## config.mk

```make
export PLATFORM = sky130hd
export DESIGN_NAME = pod_column
export DESIGN_NICKNAME = d
export VERILOG_FILES = /design/src/logic/pod_pkg.sv /design/src/logic/pod_column.sv /design/src/logic/south_edge.sv /design/src/logic/tile_row.sv /design/src/logic/north_edge.sv
export SDC_FILE = /design/constraint.sdc
export NUM_CORES = 1
export LEC_CHECK = 0
export ABC_AREA = 1
export BUFFER_PORTS_ARGS = -buffer_cell sky130_fd_sc_hd__buf_2
export CAP_MARGIN = 20
export CORE_ASPECT_RATIO = 0.5
export CORE_MARGIN = 10
export CORE_UTILIZATION = 40
export DETAILED_ROUTE_END_ITERATION = 8
export GPL_TIMING_DRIVEN = 1
export HOLD_SLACK_MARGIN = 0.06
export PLACE_DENSITY_LB_ADDON = 0.3
export SLEW_MARGIN = 20
export SYNTH_ARGS = -nofsm -noshare
export SYNTH_HDL_FRONTEND = slang
export SYNTH_SLANG_ARGS = --single-unit
```

## constraint.sdc

```tcl
create_clock -name clk_i -period 8 [get_ports clk_i]
set_clock_uncertainty 0.2 [all_clocks]
set_input_delay 0.8 -clock clk_i [delete_from_list [all_inputs] [get_ports clk_i]]
set_output_delay 0.8 -clock clk_i [all_outputs]
set_load 0.1 [all_outputs]
```

## src/logic/pod_pkg.sv

```systemverilog
// pod column package with column sizes, packet opcodes and the link packet layout
`default_nettype none

package pod_pkg;

  // column geometry
  localparam int NUM_ROWS   = 3;
  localparam int DMEM_WORDS = 4;

  // word address covers the whole data memory of a row
  localparam int ADDR_W = $clog2(DMEM_WORDS);

  // payload and coordinate widths
  localparam int DATA_W   = 16;
  localparam int Y_CORD_W = 4;

  // packet opcode
  // loads and stores travel south until a row claims them,
  // a claimed packet comes back out as a response
  typedef enum logic [1:0] {
    op_load  = 2'b00,
    op_store = 2'b01,
    op_resp  = 2'b10
  } pod_op_e;

  // link packet, 24 bits
  // msb first: op, y_cord, addr, data
  typedef struct packed {
    pod_op_e             op;
    logic [Y_CORD_W-1:0] y_cord;
    logic [ADDR_W-1:0]   addr;
    logic [DATA_W-1:0]   data;
  } link_pkt_t;

endpackage

`default_nettype wire
```

## src/logic/pod_column.sv

```systemverilog
// pod column top, north edge then the tile rows then the south edge
`default_nettype none

module pod_column
  import pod_pkg::*;
(
  input  logic                clk_i,
  input  logic                rst_i,
  input  logic                req_i,
  input  link_pkt_t           pkt_i,
  input  logic                ack_i,
  input  logic [Y_CORD_W-1:0] global_y_i,
  output logic                ack_o,
  output logic                req_o,
  output link_pkt_t           pkt_o
);

  // index 0 is the north edge output, index k+1 the output of row k
  link_pkt_t [NUM_ROWS:0]               pkt_chain;
  logic      [NUM_ROWS:0]               valid_chain;
  logic      [NUM_ROWS:0]               ready_chain;
  logic      [NUM_ROWS:0]               rst_chain;
  logic      [NUM_ROWS:0][Y_CORD_W-1:0] y_chain;

  north_edge u_north (
    .clk_i      (clk_i),
    .rst_i      (rst_i),
    .req_i      (req_i),
    .pkt_i      (pkt_i),
    .ack_o      (ack_o),
    .global_y_i (global_y_i),
    .pkt_o      (pkt_chain[0]),
    .valid_o    (valid_chain[0]),
    .ready_i    (ready_chain[0]),
    .rst_o      (rst_chain[0]),
    .y_o        (y_chain[0])
  );

  for (genvar k = 0; k < NUM_ROWS; k++) begin : g_row
    tile_row u_row (
      .clk_i   (clk_i),
      .rst_i   (rst_chain[k]),
      .y_i     (y_chain[k]),
      .pkt_i   (pkt_chain[k]),
      .valid_i (valid_chain[k]),
      .ready_o (ready_chain[k]),
      .pkt_o   (pkt_chain[k+1]),
      .valid_o (valid_chain[k+1]),
      .ready_i (ready_chain[k+1]),
      .rst_o   (rst_chain[k+1]),
      .y_o     (y_chain[k+1])
    );
  end

  south_edge u_south (
    .clk_i   (clk_i),
    .rst_i   (rst_chain[NUM_ROWS]),
    .pkt_i   (pkt_chain[NUM_ROWS]),
    .valid_i (valid_chain[NUM_ROWS]),
    .ready_o (ready_chain[NUM_ROWS]),
    .req_o   (req_o),
    .pkt_o   (pkt_o),
    .ack_i   (ack_i)
  );

endmodule

`default_nettype wire

```

## src/logic/south_edge.sv

```systemverilog
// south edge stage, holds one packet and sends it out over a four-phase port
`default_nettype none

module south_edge
  import pod_pkg::*;
(
  input  logic      clk_i,
  input  logic      rst_i,

  // from the last tile row
  input  link_pkt_t pkt_i,
  input  logic      valid_i,
  output logic      ready_o,

  // sink side, four-phase
  output logic      req_o,
  output link_pkt_t pkt_o,
  input  logic      ack_i
);

  logic      buf_v_q;
  link_pkt_t buf_pkt_q;
  logic      req_q;
  logic      accept;
  logic      done;

  // a waiting sink keeps the buffer full and stalls the rows
  assign ready_o = ~buf_v_q;
  assign accept  = valid_i & ~buf_v_q;

  // sink has seen the packet
  assign done = req_q & ack_i;

  always_ff @(posedge clk_i) begin
    if (rst_i) begin
      buf_v_q <= 1'b0;
    end else if (accept) begin
      buf_v_q <= 1'b1;
    end else if (done) begin
      buf_v_q <= 1'b0;
    end
  end

  always_ff @(posedge clk_i) begin
    if (accept) begin
      buf_pkt_q <= pkt_i;
    end
  end

  // req waits for ack low from the previous transfer
  always_ff @(posedge clk_i) begin
    if (rst_i) begin
      req_q <= 1'b0;
    end else if (done) begin
      req_q <= 1'b0;
    end else if (buf_v_q && !ack_i) begin
      req_q <= 1'b1;
    end
  end

  assign req_o = req_q;
  assign pkt_o = buf_pkt_q;

endmodule

`default_nettype wire

```

## src/logic/tile_row.sv

```systemverilog
// compute tile row, executes loads and stores addressed to its y and forwards the rest
`default_nettype none

module tile_row
  import pod_pkg::*;
(
  input  logic                clk_i,
  input  logic                rst_i,

  // coordinate handed down from the stage above
  input  logic [Y_CORD_W-1:0] y_i,

  // from the stage above
  input  link_pkt_t           pkt_i,
  input  logic                valid_i,
  output logic                ready_o,

  // towards the stage below
  output link_pkt_t           pkt_o,
  output logic                valid_o,
  input  logic                ready_i,
  output logic                rst_o,
  output logic [Y_CORD_W-1:0] y_o
);

  logic [DATA_W-1:0]   dmem [DMEM_WORDS];
  logic [Y_CORD_W-1:0] my_y_q;
  logic                rst_q;
  logic                out_v_q;
  link_pkt_t           out_pkt_q;
  logic                accept;
  logic                is_mem_op;
  logic                hit;
  link_pkt_t           resp_pkt;

  // own coordinate, the row below sits one further south
  always_ff @(posedge clk_i) begin
    my_y_q <= y_i;
    rst_q  <= rst_i;
  end

  assign y_o   = my_y_q + Y_CORD_W'(1);
  assign rst_o = rst_q;

  // output register can take a packet when empty or draining this cycle
  assign ready_o = ~out_v_q | ready_i;
  assign accept  = valid_i & ready_o;

  assign is_mem_op = (pkt_i.op == op_load) || (pkt_i.op == op_store);
  assign hit       = is_mem_op && (pkt_i.y_cord == my_y_q);

  // response keeps y and addr of the request
  always_comb begin
    resp_pkt        = pkt_i;
    resp_pkt.op     = op_resp;
    if (pkt_i.op == op_load) begin
      resp_pkt.data = dmem[pkt_i.addr];
    end else begin
      resp_pkt.data = pkt_i.data;
    end
  end

  // data memory, written only on the accepting edge
  always_ff @(posedge clk_i) begin
    if (rst_i) begin
      for (int i = 0; i < DMEM_WORDS; i++) begin
        dmem[i] <= '0;
      end
    end else if (accept && hit && (pkt_i.op == op_store)) begin
      dmem[pkt_i.addr] <= pkt_i.data;
    end
  end

  // pipeline register
  always_ff @(posedge clk_i) begin
    if (rst_i) begin
      out_v_q <= 1'b0;
    end else if (ready_o) begin
      out_v_q <= valid_i;
    end
  end

  always_ff @(posedge clk_i) begin
    if (accept) begin
      out_pkt_q <= hit ? resp_pkt : pkt_i;
    end
  end

  assign pkt_o   = out_pkt_q;
  assign valid_o = out_v_q;

endmodule

`default_nettype wire

```

## src/logic/north_edge.sv

```systemverilog
// north edge stage, four-phase request receiver that starts the reset and y chains
`default_nettype none

module north_edge
  import pod_pkg::*;
(
  input  logic                clk_i,
  input  logic                rst_i,

  // host side, four-phase
  input  logic                req_i,
  input  link_pkt_t           pkt_i,
  output logic                ack_o,

  // y of this edge, constant in operation
  input  logic [Y_CORD_W-1:0] global_y_i,

  // towards the first tile row
  output link_pkt_t           pkt_o,
  output logic                valid_o,
  input  logic                ready_i,
  output logic                rst_o,
  output logic [Y_CORD_W-1:0] y_o
);

  logic                ack_q;
  logic                buf_v_q;
  link_pkt_t           buf_pkt_q;
  logic                capture;
  logic                rst_q;
  logic [Y_CORD_W-1:0] y_q;

  // take a request only with a free buffer and the previous handshake closed
  assign capture = req_i & ~ack_q & ~buf_v_q;

  // ack drops as soon as the host has let go of req
  always_ff @(posedge clk_i) begin
    if (rst_i) begin
      ack_q <= 1'b0;
    end else if (!req_i) begin
      ack_q <= 1'b0;
    end else if (capture) begin
      ack_q <= 1'b1;
    end
  end

  // one-packet buffer
  always_ff @(posedge clk_i) begin
    if (rst_i) begin
      buf_v_q <= 1'b0;
    end else if (capture) begin
      buf_v_q <= 1'b1;
    end else if (ready_i) begin
      buf_v_q <= 1'b0;
    end
  end

  always_ff @(posedge clk_i) begin
    if (capture) begin
      buf_pkt_q <= pkt_i;
    end
  end

  // head of the reset and coordinate chains
  always_ff @(posedge clk_i) begin
    rst_q <= rst_i;
    y_q   <= global_y_i + Y_CORD_W'(1);
  end

  assign ack_o   = ack_q;
  assign pkt_o   = buf_pkt_q;
  assign valid_o = buf_v_q;
  assign rst_o   = rst_q;
  assign y_o     = y_q;

endmodule

`default_nettype wire

```

==> impl_metrics.yaml, run 1 <==
clocking:
  cts_hold_buf: 0
  h-tree-depth: 2
  cts_setup_buffers: 0
  cts_made_buffers: 35
  clkLatencyLatePin_ns: 0.51
  cts-root-buf: "clkbuf_16"
  cts_sinks: 345
  post_cts_resized: 0
  clockBufferDepth: 3
  clk_pin_slew_worst_paths_ns: 0.06
  cts_tree: "done"
floorplanning:
  rows: 48
  dieArea_um2: 43350
  die_w_um: 284.6
  core_um2: 34530
  start_util: 0.4056
  io_pins: 58
  die_h_um: 152.3
synth:
  syn_avg_cell_area_um2: 11.32
  netlist_area_um2: 14010
  synth_cell_types: 31
  synth_seq_cells: 345
  ys_warn_count: 0
  synth_seq_area_share: 0.7161
  synth_nets: 1272
  synthCells: 1237
route:
  drtIter0Drc: 758
  wl_per_cell_um: 16.55
  drt_wl_total_um: 29480
  drc: 0
  first_pass_iters: 5
  dr_total_vias: 8843
  vias_per_cell: 4.965
  postRouteAntennaNets: 0
place:
  port-buffer-count: 57
  dpl_cell_area_um2: 14700
  dpl.hpwl_um: 18620
  gp_congestion: 0.7900
global_route:
  grt_max_degree: 34
  grt_pass1_wl_um: 47030
  overflow: 0
  antenna_found_initial: 0
  grtUsageTotal: 0.1332
  grt_pass1_vias: 8596
  grt_util_met3: 0.02665
  grtUsageMet2: 0.2238
  grt_util_met1: 0.1744
  busiest_layer: "met2"
run:
  drv_cap: 0
layout:
  area_growth_pct: 13.03
  insertedDiodeCount: 0
  fin_area_um2: 15830
  final_core_util: 0.4584
  drive_above_1_share: 0.1110
  final_common_cell: "nor2_1"
  final_cell_mix: "nor2_1 (395), edfxtp_1 (312), o21ai_0 (135), inv_1 (88), nor3_1 (85)"
  finalNetCount: 1317
status:
  status: "completed"
worst_setup_path:
  slowest_stage: "nand3_1"
  cp-start-kind: "register"
  required_ns: 7.93
  path_class: "register to register"
  worstPathMaxFanout: 20
  critPathTopFamily: "simple AND/OR/NAND/NOR gates"
  cp_common_cell: "nand2_1"
  slowest_delay_ns: 0.69
  cp.arrival_ns: 3.24
  crit_buf_inv: 0
  crit_chain: "nand2_1, nand2_1, nor2_1, nand3_1, nor2_4, nand4_4, nand2_1"
  end_kind: "register"
power_and_ir_drop:
  peakVddDrop_v: 0.0001274
  power.density_nw_per_um2: 249.6
  leakage_nw: 5.957
  finalPower_mw: 3.951
timing:
  fin_crit_ns: 3.308
  fin_crit_sh: 0.4135
  hold_violations: 0
  rsz0062_at_grt: "false"
  max_freq_mhz: 302.3
  max_slew_margin: 0.3117
  worst_pin_slew_ns: 1.031
  setup_viol: 0
  finalSetupTns_ns: 0
  drv_slew: 0
  timing.hold.ws_ns: 0.1266
min_path:
  hp-class: "register to register"
[synthesized netlist by cell type]
cell      number  area (um^2)
nor2_1       397         1490
edfxtp_1     312         9369
o21ai_0      135        675.7
inv_1         88        330.3
nor3_1        85        425.4
nand2_1       56        210.2
clkbuf_1      38        142.6
dfxtp_1       33        660.6
buf_2         13        65.06
nand3_1       10        50.05
o21ai_1        9        45.04
a21oi_1        7        35.03
xor2_1         5        43.79
nand2_2        4        25.02
nand4_4        4        85.08
nor2_2         4        25.02
nor2_4         4        45.04
xnor2_1        4        35.03
buf_4          3        22.52
buf_6          3        33.78
clkinv_1       3        11.26
ha_1           3        37.54
inv_2          3        11.26
mux2i_1        3        30.03
o22ai_1        3        18.77
nand4_2        2        25.02
o31ai_1        2        15.01
a211oi_1       1        7.510
nand3_2        1        10.01
nand3_4        1        17.52
nor3b_1        1        7.510
[stage by stage]
stage / setup WS [ns] / cells
finish: 4.692 / 1781
detailed placement: 4.631 / 1720
floorplan: 4.736 / 1237
global placement: 4.746 / 1720
global route: 4.423 / 1781
CTS: 4.622 / 1781
[layout make-up]
| type | instances | area [um^2] |
|---|---|---|
| repair buffers | 65 | 345.3 |
| flip-flops and latches | 345 | 10030 |
| fillers | 3110 | 18700 |
| clock buffers | 49 | 1052 |
| inverters | 94 | 352.8 |
| multi-input cells | 741 | 3377 |
| well taps | 475 | 594.3 |
| clock inverters | 12 | 77.57 |
[kinds of logic after synthesis]
group | after synthesis | synth area share
AO/OA/AOI/OAI | 157 | 0.05691
XOR/XNOR | 9 | 0.005628
adder cells (fa/ha/maj) | 3 | 0.002680
buffers and inverters | 151 | 0.04404
flip-flops | 345 | 0.7161
multiplexers | 3 | 0.002144
AND/OR/NAND/NOR | 569 | 0.1725
[path summary, 6_finish.rpt]
kind,start,endpoint,slack (ns),cells after the start
worst min register to register,u_north.y_o[3],g_row[0].u_row.my_y_q[3],0.13,0
worst max register to register,g_row[0].u_row.pkt_o[18],g_row[1].u_row.dmem[2][2],4.69,7
worst max-delay path,g_row[0].u_row.pkt_o[18],g_row[1].u_row.dmem[2][2],4.69,7
worst min-delay path,u_north.y_o[3],g_row[0].u_row.my_y_q[3],0.13,0
[power by group]
part           leakage, nW  switching, mW  internal [mW]
Clock                0.560          0.654          0.946
Combinational         2.03          0.179         0.0718
Sequential            3.36         0.0554           2.04
Total                 5.96          0.888           3.06
[metal layers]
metal / vias to the layer above / routed length, um
met2: 255 / 14080
met4: 0 / 466
li1: 4292 / -
met5: - / 0
met1: 4257 / 13220
met3: 39 / 1711
[worst register-to-register path, delay by kind of cell, from the launching register on]
family,cells,cell delay [ns]
AND/OR/NAND/NOR,7,2.33
flip-flops,1,0.42
[state kept, by name, indices dropped and copies added (netlist names), named ones only]
name / count
g_row.u_row.valid_o: 3
u_north.y_o: 4
g_row.u_row.dmem: 192
g_row.u_row.my_y_q: 12
u_north.ack_o: 1
u_north.rst_o: 1
u_north.valid_o: 1
u_south.pkt_o: 24
u_south.req_o: 1
g_row.u_row.rst_o: 3
u_south.buf_v_q: 1
u_north.pkt_o: 24
g_row.u_row.pkt_o: 72
Power figures use the tool's default switching activity.
==> inputs of run 2 (changes only) <==
Settings changed: ABC_AREA 1 to 0.
Clock period 8 ns to 3.4 ns, I/O delays scaled along.
==> run 2 against run 1 <==
Fmax increased by 21%. Area after synthesis fell by 0.53%. Final area is 2.5% higher. Sequential share of layout area is 1.6 points lower. Non-clock buffer count increased by 50. Routed wire length is 13% lower. Sequential power rose by 140%. Total power is 130% higher. Cell count fell by 22%.
==> impl_metrics.yaml, run 2 <==
synth:
  ys_warn_count: 0
  synth-simple-area-share: 0.1155
  synth-xor-area-share: 0.01006
  synth-compound-area-share: 0.01060
  synth_top_family_by_area: "multiplexers"
  synth.top_cells.by_count: "edfxtp_1 (312), and2_1 (132), and3_1 (65)"
  synth_fa_ha_area_frac: 0.002694
  netlist_area_um2: 13930
  syn_avg_cell_area_um2: 17.86
  yosysMostFrequentCell: "edfxtp_1"
  synthCells: 780
  synth_seq_cells: 345
  synthTopCellsByArea: "edfxtp_1 (67%), mux4_2 (7.8%), and2_1 (5.9%)"
  synth_top_cell_by_area: "edfxtp_1"
  synth_seq_area_share: 0.7199
  synth_top_area_share: 0.6725
  synth_edf_count: 312
  synth_cell_types: 45
  synth_top_flop_cell: "edfxtp_1"
  synth.mux.area_fraction: 0.1266
  async_flop_share: 0
  synth_nets: 815
floorplanning:
  io_pins: 58
  start_util: 0.4049
  die_w_um: 283.9
  core_um2: 34410
  dieArea_um2: 43150
  rows: 48
  die_h_um: 152.0
worst_setup_path:
  worstPathMaxFanout: 17
  cp.arrival_ns: 2.70
  path_class: "register to register"
  required_ns: 3.36
  end_kind: "register"
  cp-start-kind: "register"
timing:
  finalSetupTns_ns: 0
  fin_crit_sh: 0.8051
  rsz0062_at_grt: "false"
  max_freq_mhz: 365.3
  worst_pin_slew_ns: 0.9220
  hold_violations: 0
  drv_slew: 0
  setup_viol: 0
  max_slew_margin: 0.3853
  fin_crit_ns: 2.737
  timing.hold.ws_ns: 0.1308
layout:
  drive_above_1_share: 0.2737
  final_cell_mix: "edfxtp_1 (312), and2_1 (132), and3_1 (65), buf_2 (57), mux4_2 (48)"
  area_growth_pct: 16.47
  largest_register_ffs: 192
  insertedDiodeCount: 0
  largest-register: "g_row.u_row.dmem"
  finalNetCount: 929
  final_common_cell: "edfxtp_1"
power_and_ir_drop:
  power.density_nw_per_um2: 555.8
  leakage_nw: 6.102
  peakVddDrop_v: 0.0002982
  finalPower_mw: 9.019
global_route:
  grt_max_degree: 65
  grtUsageTotal: 0.1187
  antenna_found_initial: 0
  grt_pass1_wl_um: 41560
  overflow: 0
  grt_pass1_vias: 7258
run:
  drv_cap: 0
status:
  status: "completed"
route:
  drt_wl_total_um: 25580
  postRouteAntennaNets: 0
  wl_per_cell_um: 18.38
  vias_per_cell: 4.830
  first_pass_iters: 4
  drc: 0
  dr_total_vias: 6724
  drtIter0Drc: 535
place:
  dpl.hpwl_um: 16190
  port-buffer-count: 57
  gp_congestion: 0.7271
clocking:
  clockBufferDepth: 3
  cts_tree: "done"
  cts-root-buf: "clkbuf_16"
  cts_sinks: 345
  clkLatencyLatePin_ns: 0.51
  h-tree-depth: 2
  cts_made_buffers: 34
  clk_pin_slew_worst_paths_ns: 0.06
  cts_setup_buffers: 0
min_path:
  hp-class: "register to register"
[run 2: changes by cell type in the layout (fill, tap and decap cells not counted), sizes merged, moves of 33 or more]
cell | before | now
nor2 | 405 | 9
o21ai | 144 | 0
and2 | 0 | 132
inv | 91 | 8
nor3 | 85 | 5
and3 | 0 | 65
nand2 | 60 | 5
mux2 | 0 | 54
mux4 | 0 | 48
dlygate4sd3 | 0 | 33
[run 2: power breakdown]
| part | internal, mW | switching (mW) |
|---|---|---|
| Sequential | 4.81 | 0.130 |
| Clock | 2.06 | 1.51 |
| Combinational | 0.257 | 0.258 |
| Total | 7.12 | 1.90 |
[run 2: kinds of logic after synthesis]
| family | Yosys count |
|---|---|
| xor+xnor | 16 |
| compound gates | 18 |
| buf+inv | 45 |
| fa+ha+maj | 3 |
| mux | 102 |
| simple gates | 251 |
| flops | 345 |
[run 2: critical path, stage by stage, from the launching register on]
cell	delay [ns]
edfxtp_1	0.40
xor2_1	0.19
a211o_4	0.37
nor4_4	0.72
or2_2	0.50
[run 2: layout make-up]
cell class	instances	area [um^2]
fill	2885	18190
sequential	345	10030
multi-input combinational	390	3727
clock buffer	48	967.2
timing repair buffer	115	803.3
tap	475	594.3
clock inverter	11	75.07
inverter	8	30.03
[run 2: path summary, 6_finish.rpt]
path	from	end	cells after the start	slack, ns
worst min register to register	u_north.y_o[2]	g_row[0].u_row.my_y_q[2]	0	0.13
worst max-delay path	u_north.pkt_o[20]	g_row[0].u_row.dmem[0][0]	4	0.66
worst max register to register	u_north.pkt_o[20]	g_row[0].u_row.dmem[0][0]	4	0.66
worst min-delay path	u_north.y_o[2]	g_row[0].u_row.my_y_q[2]	0	0.13
[run 2: per-stage QoR]
stage / utilization / setup slack, ns / area [um^2] / std cells
5_1_grt: 0.4715 / 0.5024 / 16230 / 1392
4_1_cts: 0.4715 / 0.6355 / 16230 / 1392
6_report: 0.4715 / 0.6627 / 16230 / 1392
3_3_place_gp: 0.4316 / 0.6889 / 14850 / 1300
2_1_floorplan: - / 0.2124 / 13940 / 780
3_5_place_dp: 0.4316 / 0.6673 / 14850 / 1300
[run 2: per-layer routing]
metal  GRT usage  wire, um  up-vias
li1            -         -     3217
met1      0.1618     11850     3374
met2      0.1925     12310       98
met3     0.02442      1032       35
met4     0.02849       380        0
met5           0         0        -
[run 2: what timing repair did]
action	in CTS	in global routing
gates resized for setup	0	0
hold buffers	33	0
endpoints found under the hold margin	35	0
